--- config.mk ---
export PLATFORM = sky130hd
export DESIGN_NAME = uart_cmd_top
export DESIGN_NICKNAME = d
export VERILOG_FILES = /design/src/logic/uart_link_pkg.sv /design/src/logic/uart_rx.sv /design/src/logic/uart_tx.sv /design/src/logic/link_hold_timer.sv /design/src/logic/cmd_ctrl.sv /design/src/logic/uart_cmd_top.sv
export SDC_FILE = /design/constraint.sdc
export NUM_CORES = 1
export LEC_CHECK = 0
export ABC_AREA = 1
export BUFFER_PORTS_ARGS = -buffer_cell sky130_fd_sc_hd__buf_2
export CORE_MARGIN = 3
export CORE_UTILIZATION = 45
export CTS_CLUSTER_DIAMETER = 50
export DETAILED_ROUTE_END_ITERATION = 8
export PLACE_DENSITY = 0.59
export SYNTH_ARGS = -nofsm -noshare
export SYNTH_HDL_FRONTEND = slang
export SYNTH_SLANG_ARGS = --single-unit
--- constraint.sdc ---
create_clock -name clk -period 1.8 [get_ports clk]
set_clock_uncertainty 0.05 [all_clocks]
set_input_delay 0 -clock clk [delete_from_list [all_inputs] [get_ports clk]]
set_output_delay 0 -clock clk [all_outputs]
set_load 0.05 [all_outputs]
--- src/logic/uart_link_pkg.sv ---
package uart_link_pkg;

    // serial timing
    localparam int CLKS_PER_BIT = 16;   // oversampling ratio, clocks per serial bit
    localparam int HOLD_CYCLES  = 64;   // link stays closed this long after reset

    typedef logic [7:0] byte_t;         // one data byte on the line

    // counter types sized from the timing constants
    typedef logic [$clog2(CLKS_PER_BIT)-1:0]  clk_cnt_t;
    typedef logic [$clog2(HOLD_CYCLES+1)-1:0] hold_cnt_t;
    typedef logic [3:0]                       bit_idx_t;   // start=0, data 1..8, parity, stop

    localparam clk_cnt_t  CLK_MID    = clk_cnt_t'(CLKS_PER_BIT / 2 - 1);  // middle of start bit
    localparam clk_cnt_t  CLK_LAST   = clk_cnt_t'(CLKS_PER_BIT - 1);      // last clock of a bit
    localparam hold_cnt_t HOLD_DONE  = hold_cnt_t'(HOLD_CYCLES);
    localparam bit_idx_t  BIT_PARITY = 4'd9;
    localparam bit_idx_t  BIT_STOP   = 4'd10;

    // command codes and the error reply
    localparam byte_t CMD_ON     = 8'hAA;
    localparam byte_t CMD_OFF    = 8'h55;
    localparam byte_t CMD_TOGGLE = 8'hC3;
    localparam byte_t NAK_BYTE   = 8'hFF;

    typedef struct packed {
        byte_t data;
        logic  parity_err;  // also set on a bad stop bit
    } rx_frame_t;

    // logical polarity, 1 = lit
    typedef struct packed {
        logic red;
        logic ready;
        logic err;
    } led_state_t;

    typedef enum logic [1:0] {
        IDLE,
        APPLY,
        WAIT_CREDIT,
        SEND
    } cmd_state_e;

endpackage

--- src/logic/uart_rx.sv ---
`timescale 1ns/1ps

module uart_rx (
    input  logic                   clk,
    input  logic                   rst_n,
    input  logic                   rx,
    input  logic                   link_ready,
    input  logic                   frame_take,
    output uart_link_pkg::rx_frame_t frame,
    output logic                   frame_valid
);
    import uart_link_pkg::*;

    logic     rx_meta;      // first sync stage
    logic     rx_s;         // synchronized line
    logic     rx_prev;      // for falling edge detect
    logic     busy;
    bit_idx_t bit_idx;
    clk_cnt_t cyc_cnt;
    byte_t    shift;        // data bits with the lsb arriving first
    logic     par_bit;

    // two flop synchronizer plus edge history on an idle-high line
    always_ff @(posedge clk) begin
        if (!rst_n) begin
            rx_meta <= 1'b1;
            rx_s    <= 1'b1;
            rx_prev <= 1'b1;
        end else begin
            rx_meta <= rx;
            rx_s    <= rx_meta;
            rx_prev <= rx_s;
        end
    end

    // bit sequencing control state
    always_ff @(posedge clk) begin
        if (!rst_n) begin
            busy    <= 1'b0;
            bit_idx <= '0;
            cyc_cnt <= '0;
        end else if (!busy) begin
            if (link_ready && rx_prev && !rx_s) begin  // start edge is ignored while held
                busy    <= 1'b1;
                bit_idx <= '0;
                cyc_cnt <= '0;
            end
        end else if (bit_idx == '0) begin
            cyc_cnt <= cyc_cnt + 1'b1;
            if (cyc_cnt == CLK_MID) begin
                cyc_cnt <= '0;
                if (rx_s)
                    busy <= 1'b0;      // glitch and not a real start bit
                else
                    bit_idx <= bit_idx + 1'b1;
            end
        end else begin
            cyc_cnt <= cyc_cnt + 1'b1;
            if (cyc_cnt == CLK_LAST) begin  // mid-bit sample point
                cyc_cnt <= '0;
                bit_idx <= bit_idx + 1'b1;
                if (bit_idx == BIT_STOP)
                    busy <= 1'b0;
            end
        end
    end

    // sampled payload
    always_ff @(posedge clk) begin
        if (busy && bit_idx != '0 && cyc_cnt == CLK_LAST) begin
            if (bit_idx == BIT_PARITY)
                par_bit <= rx_s;
            else if (bit_idx != BIT_STOP)
                shift <= {rx_s, shift[7:1]};   // data bits 1..8
        end
    end

    wire stop_sample = busy && bit_idx == BIT_STOP && cyc_cnt == CLK_LAST;

    // holding register where a new frame overwrites an untaken one
    always_ff @(posedge clk) begin
        if (stop_sample) begin
            frame.data       <= shift;
            frame.parity_err <= (^{shift, par_bit}) | ~rx_s;  // odd count or framing error
        end
    end

    always_ff @(posedge clk) begin
        if (!rst_n)
            frame_valid <= 1'b0;
        else if (stop_sample)
            frame_valid <= 1'b1;           // new frame wins over a take
        else if (frame_take)
            frame_valid <= 1'b0;
    end

endmodule

--- src/logic/uart_tx.sv ---
`timescale 1ns/1ps

module uart_tx (
    input  logic                 clk,
    input  logic                 rst_n,
    input  logic                 tx_start,
    input  uart_link_pkg::byte_t tx_data,
    output logic                 tx,
    output logic                 credit_return
);
    import uart_link_pkg::*;

    logic       busy;
    bit_idx_t   bit_idx;    // bit now on the line
    clk_cnt_t   cyc_cnt;
    logic [9:0] shreg;      // remaining bits: data, parity, stop

    // control and line output
    always_ff @(posedge clk) begin
        if (!rst_n) begin
            busy          <= 1'b0;
            bit_idx       <= '0;
            cyc_cnt       <= '0;
            tx            <= 1'b1;     // idle high
            credit_return <= 1'b0;
        end else begin
            credit_return <= 1'b0;     // one cycle pulse
            if (!busy) begin
                if (tx_start) begin
                    busy    <= 1'b1;
                    bit_idx <= '0;
                    cyc_cnt <= '0;
                    tx      <= 1'b0;   // start bit right away
                end
            end else begin
                cyc_cnt <= cyc_cnt + 1'b1;
                if (cyc_cnt == CLK_LAST) begin
                    cyc_cnt <= '0;
                    if (bit_idx == BIT_STOP) begin
                        busy          <= 1'b0;    // stop bit done, line free
                        credit_return <= 1'b1;
                    end else begin
                        tx      <= shreg[0];
                        bit_idx <= bit_idx + 1'b1;
                    end
                end
            end
        end
    end

    // frame payload, loaded on start and shifted per bit
    always_ff @(posedge clk) begin
        if (!busy && tx_start)
            shreg <= {1'b1, ^tx_data, tx_data};  // stop, even parity, data lsb first
        else if (busy && cyc_cnt == CLK_LAST)
            shreg <= {1'b1, shreg[9:1]};
    end

endmodule

--- src/logic/link_hold_timer.sv ---
`timescale 1ns/1ps

module link_hold_timer (
    input  logic clk,
    input  logic rst_n,
    output logic link_ready
);
    import uart_link_pkg::*;

    hold_cnt_t hold_cnt;

    // counts up from reset, then sticks at the end value
    always_ff @(posedge clk) begin
        if (!rst_n)
            hold_cnt <= '0;
        else if (hold_cnt != HOLD_DONE)
            hold_cnt <= hold_cnt + 1'b1;
    end

    assign link_ready = (hold_cnt == HOLD_DONE);   // low for HOLD_CYCLES after reset

endmodule

--- src/logic/cmd_ctrl.sv ---
`timescale 1ns/1ps

module cmd_ctrl (
    input  logic                      clk,
    input  logic                      rst_n,
    input  logic                      link_ready,
    input  uart_link_pkg::rx_frame_t  frame,
    input  logic                      frame_valid,
    output logic                      frame_take,
    input  logic                      credit_return,
    output logic                      tx_start,
    output uart_link_pkg::byte_t      tx_data,
    output uart_link_pkg::led_state_t leds
);
    import uart_link_pkg::*;

    cmd_state_e state;
    rx_frame_t  cmd_q;      // frame being handled
    byte_t      reply_q;    // byte to send back
    logic       credit;     // single transmit credit
    logic       red_q;
    logic       err_q;
    logic       cmd_ok;

    // known code and clean parity
    assign cmd_ok = !cmd_q.parity_err &&
                    (cmd_q.data == CMD_ON || cmd_q.data == CMD_OFF ||
                     cmd_q.data == CMD_TOGGLE);

    always_ff @(posedge clk) begin
        if (!rst_n) begin
            state      <= IDLE;
            frame_take <= 1'b0;
            red_q      <= 1'b0;
            err_q      <= 1'b0;
        end else begin
            frame_take <= 1'b0;
            case (state)
                IDLE: begin
                    if (frame_valid && link_ready) begin
                        frame_take <= 1'b1;    // releases the rx holding register
                        state      <= APPLY;
                    end
                end
                APPLY: begin
                    if (cmd_ok) begin
                        err_q <= 1'b0;
                        case (cmd_q.data)
                            CMD_ON:  red_q <= 1'b1;
                            CMD_OFF: red_q <= 1'b0;
                            default: red_q <= ~red_q;   // toggle
                        endcase
                    end else begin
                        err_q <= 1'b1;         // red untouched
                    end
                    state <= credit ? SEND : WAIT_CREDIT;
                end
                WAIT_CREDIT: if (credit) state <= SEND;  // tx still busy with last reply
                SEND:        state <= IDLE;
                default:     state <= IDLE;
            endcase
        end
    end

    // payload capture
    always_ff @(posedge clk) begin
        if (state == IDLE && frame_valid)
            cmd_q <= frame;
        if (state == APPLY)
            reply_q <= cmd_ok ? cmd_q.data : NAK_BYTE;
    end

    // spent on send, restored when the stop bit ends
    always_ff @(posedge clk) begin
        if (!rst_n)
            credit <= 1'b1;
        else if (tx_start)
            credit <= 1'b0;
        else if (credit_return)
            credit <= 1'b1;
    end

    assign tx_start = (state == SEND);
    assign tx_data  = reply_q;

    assign leds.red   = red_q;
    assign leds.ready = link_ready;
    assign leds.err   = err_q;

endmodule

--- src/logic/uart_cmd_top.sv ---
`timescale 1ns/1ps

module uart_cmd_top (
    input  logic clk,
    input  logic rst_n,
    input  logic rx,
    output logic tx,
    output logic led_red,
    output logic led_green,
    output logic led_blue
);
    import uart_link_pkg::*;

    logic       link_ready;
    rx_frame_t  frame;
    logic       frame_valid;
    logic       frame_take;
    logic       tx_start;
    byte_t      tx_data;
    logic       credit_return;
    led_state_t leds;

    link_hold_timer i_link_hold_timer (
        .clk        (clk),
        .rst_n      (rst_n),
        .link_ready (link_ready)
    );

    uart_rx i_uart_rx (
        .clk         (clk),
        .rst_n       (rst_n),
        .rx          (rx),
        .link_ready  (link_ready),
        .frame_take  (frame_take),
        .frame       (frame),
        .frame_valid (frame_valid)
    );

    cmd_ctrl i_cmd_ctrl (
        .clk           (clk),
        .rst_n         (rst_n),
        .link_ready    (link_ready),
        .frame         (frame),
        .frame_valid   (frame_valid),
        .frame_take    (frame_take),
        .credit_return (credit_return),
        .tx_start      (tx_start),
        .tx_data       (tx_data),
        .leds          (leds)
    );

    uart_tx i_uart_tx (
        .clk           (clk),
        .rst_n         (rst_n),
        .tx_start      (tx_start),
        .tx_data       (tx_data),
        .tx            (tx),
        .credit_return (credit_return)
    );

    // board LEDs are active low
    assign led_red   = ~leds.red;
    assign led_green = ~leds.ready;
    assign led_blue  = ~leds.err;

endmodule

== After elaboration in Yosys (flattened, before gate mapping) ==
Cells that the tools add are included.
Word-level totals
  word-level logic and storage cells: 138
  output and inout bits: 4
  register bits: 81
  bits of input ports: 3
Operators by class
  reductions and logical operators: 34
  equality and inequality tests: 22
  bitwise operators: 6
  muxes and demuxes: 45
  add/subtract/negate cells: 5
Operators by type and width (number)
  $mux W4: 16
  $mux W1: 23
  $eq A4 B4 Y1 const B: 5
  $mux W9: 2
  $add A4 B1 Y4 const B: 4
  $eq A8 B8 Y1 const B: 2
  $logic_and A1 B1 Y1: 11
  $reduce_bool A2 Y1: 5
  $ne A3 B3 Y1 const B: 3
  $reduce_and A3 Y1: 3
  $reduce_xor A9 Y1: 1
  $eq A8 B7 Y1 const B: 1
  $pmux W2 S4: 1
  $reduce_and A2 Y1: 4
  $reduce_xor A8 Y1: 1
  $add A7 B1 Y7 const B: 1
  $eq A7 B7 Y1 const B: 1
  $ne A7 B7 Y1 const B: 1
  $not A1 Y1: 5
  $eq A2 B2 Y1 const B: 2
  $eq A4 B3 Y1 const B: 1
  $logic_not A4 Y1: 1
  $mux W2: 2
  $ne A2 B1 Y1 const B: 2
  other kinds (10): 14

== Longest topological paths before layout ==
  word-level depth: 5
  gate-level depth with buffers: 11
  gate-level depth less buffers: 11

== Hierarchy ==
A second synthesis with hierarchy kept.
Unflattened totals
  cell total of the unflattened synthesis: 482
  area total of the unflattened synthesis: 4017.6 sq um
By module, submodules not included
  uart_rx: seq. area each 800.8 sq um, cells an instance 168, area an instance 1452.6 sq um, times used 1
  uart_tx: seq. area each 490.5 sq um, cells an instance 157, area an instance 1173.6 sq um, times used 1
  cmd_ctrl: seq. area each 630.6 sq um, cells an instance 102, area an instance 1011.0 sq um, times used 1
  link_hold_timer: seq. area each 140.1 sq um, cells an instance 52, area an instance 369.1 sq um, times used 1
  uart_cmd_top: seq. area each 0.0 sq um, cells an instance 3, area an instance 11.3 sq um, times used 1

== Worst setup path before layout ==
OpenSTA, ideal clock, no wires.
  path type: register to register
  start point: register i_uart_rx.bit_idx[0]
  end point: register i_uart_rx.shift[0], enable pin
  setup slack: -0.016 ns
  arrival time: 1.396 ns
  library setup time: 0.370 ns
  buffers on the path: 0
  cell stages (with the launch flop): 6
  required time: 1.380 ns
  path through: dfxtp_1 > inv_1 > ha_1 > a31oi_2 > nand2_1 > nor3b_2
On the way
  longest elaborated chain between the ends: 4
  elaborated cells on any way between the ends: 7
  those cells by class: 2 x eq/ne; 1 x bitwise; 4 x reduce/logical
Ends and longest elaborated chain
  start: declaration: RTL line uart_rx.sv:18  | bit_idx_t bit_idx;
  start signal: assignment: RTL line uart_rx.sv:55  | bit_idx <= bit_idx + 1'b1;
  start signal: assignment: RTL line uart_rx.sv:61  | bit_idx <= bit_idx + 1'b1;
  $reduce_bool A4 Y1: RTL line uart_rx.sv:70  | if (busy && bit_idx != '0 && cyc_cnt == CLK_LAST) begin
  $logic_and A1 B1 Y1 (2 in series): RTL line uart_rx.sv:70
  $reduce_and A3 Y1 (no source line) *
  end signal: assignment: RTL line uart_rx.sv:74  | shift <= {rx_s, shift[7:1]};
  end: declaration: RTL line uart_rx.sv:20  | byte_t shift;
Mark *: on every way between the ends. The rest lies on a longest branch, timed or not.
A chain may end at the register's enable or synchronous reset.

== Worst setup path in the final report ==
  start point: register i_uart_rx.bit_idx[0]
  end point: register i_uart_rx.shift[3], enable pin
The elaborated chain is that of the path after synthesis.

==> reports/metrics.yaml <==
outcome: "complete, no violations"
nFillCells: 745
seq_area_mm2: 0.00206
groute.usage.overall: 0.135
clkTransAtPathRegs_ps: 80
slew_viol_final: 0
clk_latency_ps: 340
gp_congestion: 0.764
synth_ff_type: "edfxtp_1"
critical_path.top_delay_family: "flip-flops"
clockBufferDepth: 2
remaining_drc_errors: 0
avgRoutedWirePerCell_um: 11.2
synth_top_area_cell: "edfxtp_1"
synth_edf_count: 44
fin_crit_ps: 1640
slew_headroom: 0.700
antenna_found_initial: 0
path_cells: "inv_1 > ha_1 > a31oi_2 > nand2_1 > nor3b_4 > buf_12"
core_mm2: 0.00785
synthTopCellsByCount: "nand2_1, edfxtp_1, inv_1, dfxtp_1, nor2_1"
avgSynthCellArea_um2: 9.40
grtUsageMet2: 0.236
cp.required_ps: 1820
dp_hpwl_um: 4280
synth-seq-area-share: 0.557
synth_top_area_share: 0.357
die_area_mm2: 0.00936
overflow: 0
end_kind: "register"
clock_sinks: 81
via_per_inst: 4.82
finalHoldViolCount: 0
postRouteAntennaNets: 0
place_inst: 506
yosysUniqueCellTypes: 35
cts_tree: "done"
hold_class: "in -> reg"
path_buf_inv: 2
cts_setup_buffers: 0
final_nets: 435
p_leak_uw: 0.00161
syn2layout_area_growth_pct: 12.6
die_h_um: 96.7
critical_path_class: "reg -> reg"
synth_nets: 412
num_vias: 2524
cp.arrival_ps: 1660
cpMaxStageDelayCell: "dfxtp_1"
port_buffers: 6
synth_area_mm2: 0.00370
tightestPinTransition_ps: 450
cts-root-buf: "clkbuf_8"
async_flop_share: 0
powerDensity_mw_per_mm2: 962
vdd_drop_max_mv: 0.463
multiInputGateArea_mm2: 0.00143
drt_iter0_markers: 70
start_util: 0.472
cp-start-kind: "register"
numCtsBuffers: 9
top_usage_layer: "met2"
grt_max_degree: 19
grt_pass1_wl_um: 10400
final_core_util: 0.531
use_met3: 0.0281
wl_um: 5880
setup_viol: 0
tns_ps: 0
drive_above_1_share: 0.164
htree_levels: 3
ios: 7
stdcell_count: 524
n_antenna_cell: 0
yosys-top-cells-area: "edfxtp_1, dfxtp_1, nand2_1"
drt_pass1_iterations: 4
fmax_mhz: 610
total_power_uw: 4010
grt_pass1_vias: 2481
ys_warn_count: 0
rows: 32
rsz0062_at_grt: "false"
drv_cap: 0
crit_fanout: 8
chipWidth_um: 96.7
syn_inst: 394
ys_seq_elements: 81
use_met1: 0.155
cpPeakStageDelay_ps: 340
synth.most_common_cell: "nand2_1"
final.period_utilization: 0.911
[worst paths after layout]
kind / cells past startpoint / start / slack [ps] / endpoint
max reg2reg: 6 / i_uart_rx.bit_idx[0]$_SDFFE_PN0P_ / 160 / i_uart_rx.shift[3]$_DFFE_PP_
min reg2reg: 1 / i_uart_rx.rx_meta$_SDFF_PN1_ / 370 / i_uart_rx.rx_s$_SDFF_PN1_
min: 3 / rx / 320 / i_uart_rx.rx_meta$_SDFF_PN1_
max: 6 / i_uart_rx.bit_idx[0]$_SDFFE_PN0P_ / 160 / i_uart_rx.shift[3]$_DFFE_PP_
[logic make-up after synthesis]
logic type                 synth area share
and+or+nand+nor                       0.233
DFF                                   0.557
buffers and inverters                0.0591
AOI/OAI and AO/OA                    0.0625
xor gates and xnor gates             0.0378
adders and majority gates            0.0507
[layer usage]
metal / share of wire / up-vias
met3: 0.021 / 11
met2: 0.49 / 25
met4: 0.019 / 0
li1: - / 1331
met1: 0.47 / 1157
met5: 0 / -
[through the flow]
stage / setup WS, ps / cell area [um^2] / hold WS [ps]
after global routing: 57.8 / 4170 / 341
after CTS: 131 / 4170 / 306
final: 160 / 4170 / 321
after detailed placement: 147 / 3930 / 140
after global placement: 182 / 3930 / 140
after floorplan: 67.9 / 3710 / 56.6
[flip-flops by register name (all words and copies together), names as in the netlist, 2 cells and up]
name,cells
i_uart_rx.cyc_cnt,4
i_link_hold_timer.hold_cnt,7
i_uart_rx.frame,9
i_uart_tx.shreg,9
i_cmd_ctrl.cmd_q,9
i_uart_rx.shift,8
i_uart_rx.bit_idx,4
i_uart_tx.bit_idx,4
i_cmd_ctrl.tx_data,8
i_uart_tx.cyc_cnt,4
i_cmd_ctrl.state,2
[final cells by class]
class                      count  area share
sequential                    81       0.495
clock inverter                 6      0.0216
tap                          102      0.0306
timing repair buffer          18      0.0360
clock buffer                  10      0.0306
inverter                      48      0.0435
multi-input combinational    259       0.343
[placed cells by master, fill, tap and decap left out, types with 8 or more instances in the layout]
cell      count
nand2_2       8
nand2_1      98
clkbuf_8      9
inv_2         9
inv_1        38
buf_4         8
a21oi_1      25
dfxtp_1      36
xnor2_1      10
nand3_1      23
nor2_1       30
o21ai_0      12
ha_1         15
edfxtp_1     44
[where the power goes]
part / internal, uW / switching (uW) / total, uW / leakage, uW
registers: 2050 / 65.1 / 2120 / 0.000670
logic: 145 / 292 / 437 / 0.000833
clock network: 789 / 666 / 1460 / 0.000107
total: 2990 / 1020 / 4010 / 0.00161
[tightest hold or removal path, cell delays in order]
cell           delay [ps]
dlygate4sd3_1         520
buf_2                  90
or2_2                  80
[timing repair]
| action | CTS | global route |
|---|---|---|
| setup endpoints to repair | 0 | 5 |
| resized for setup | 0 | 1 |
| hold buffers | 2 | 0 |
| endpoints found under the hold margin | 2 | 0 |
Power figures use the tool's default switching activity.
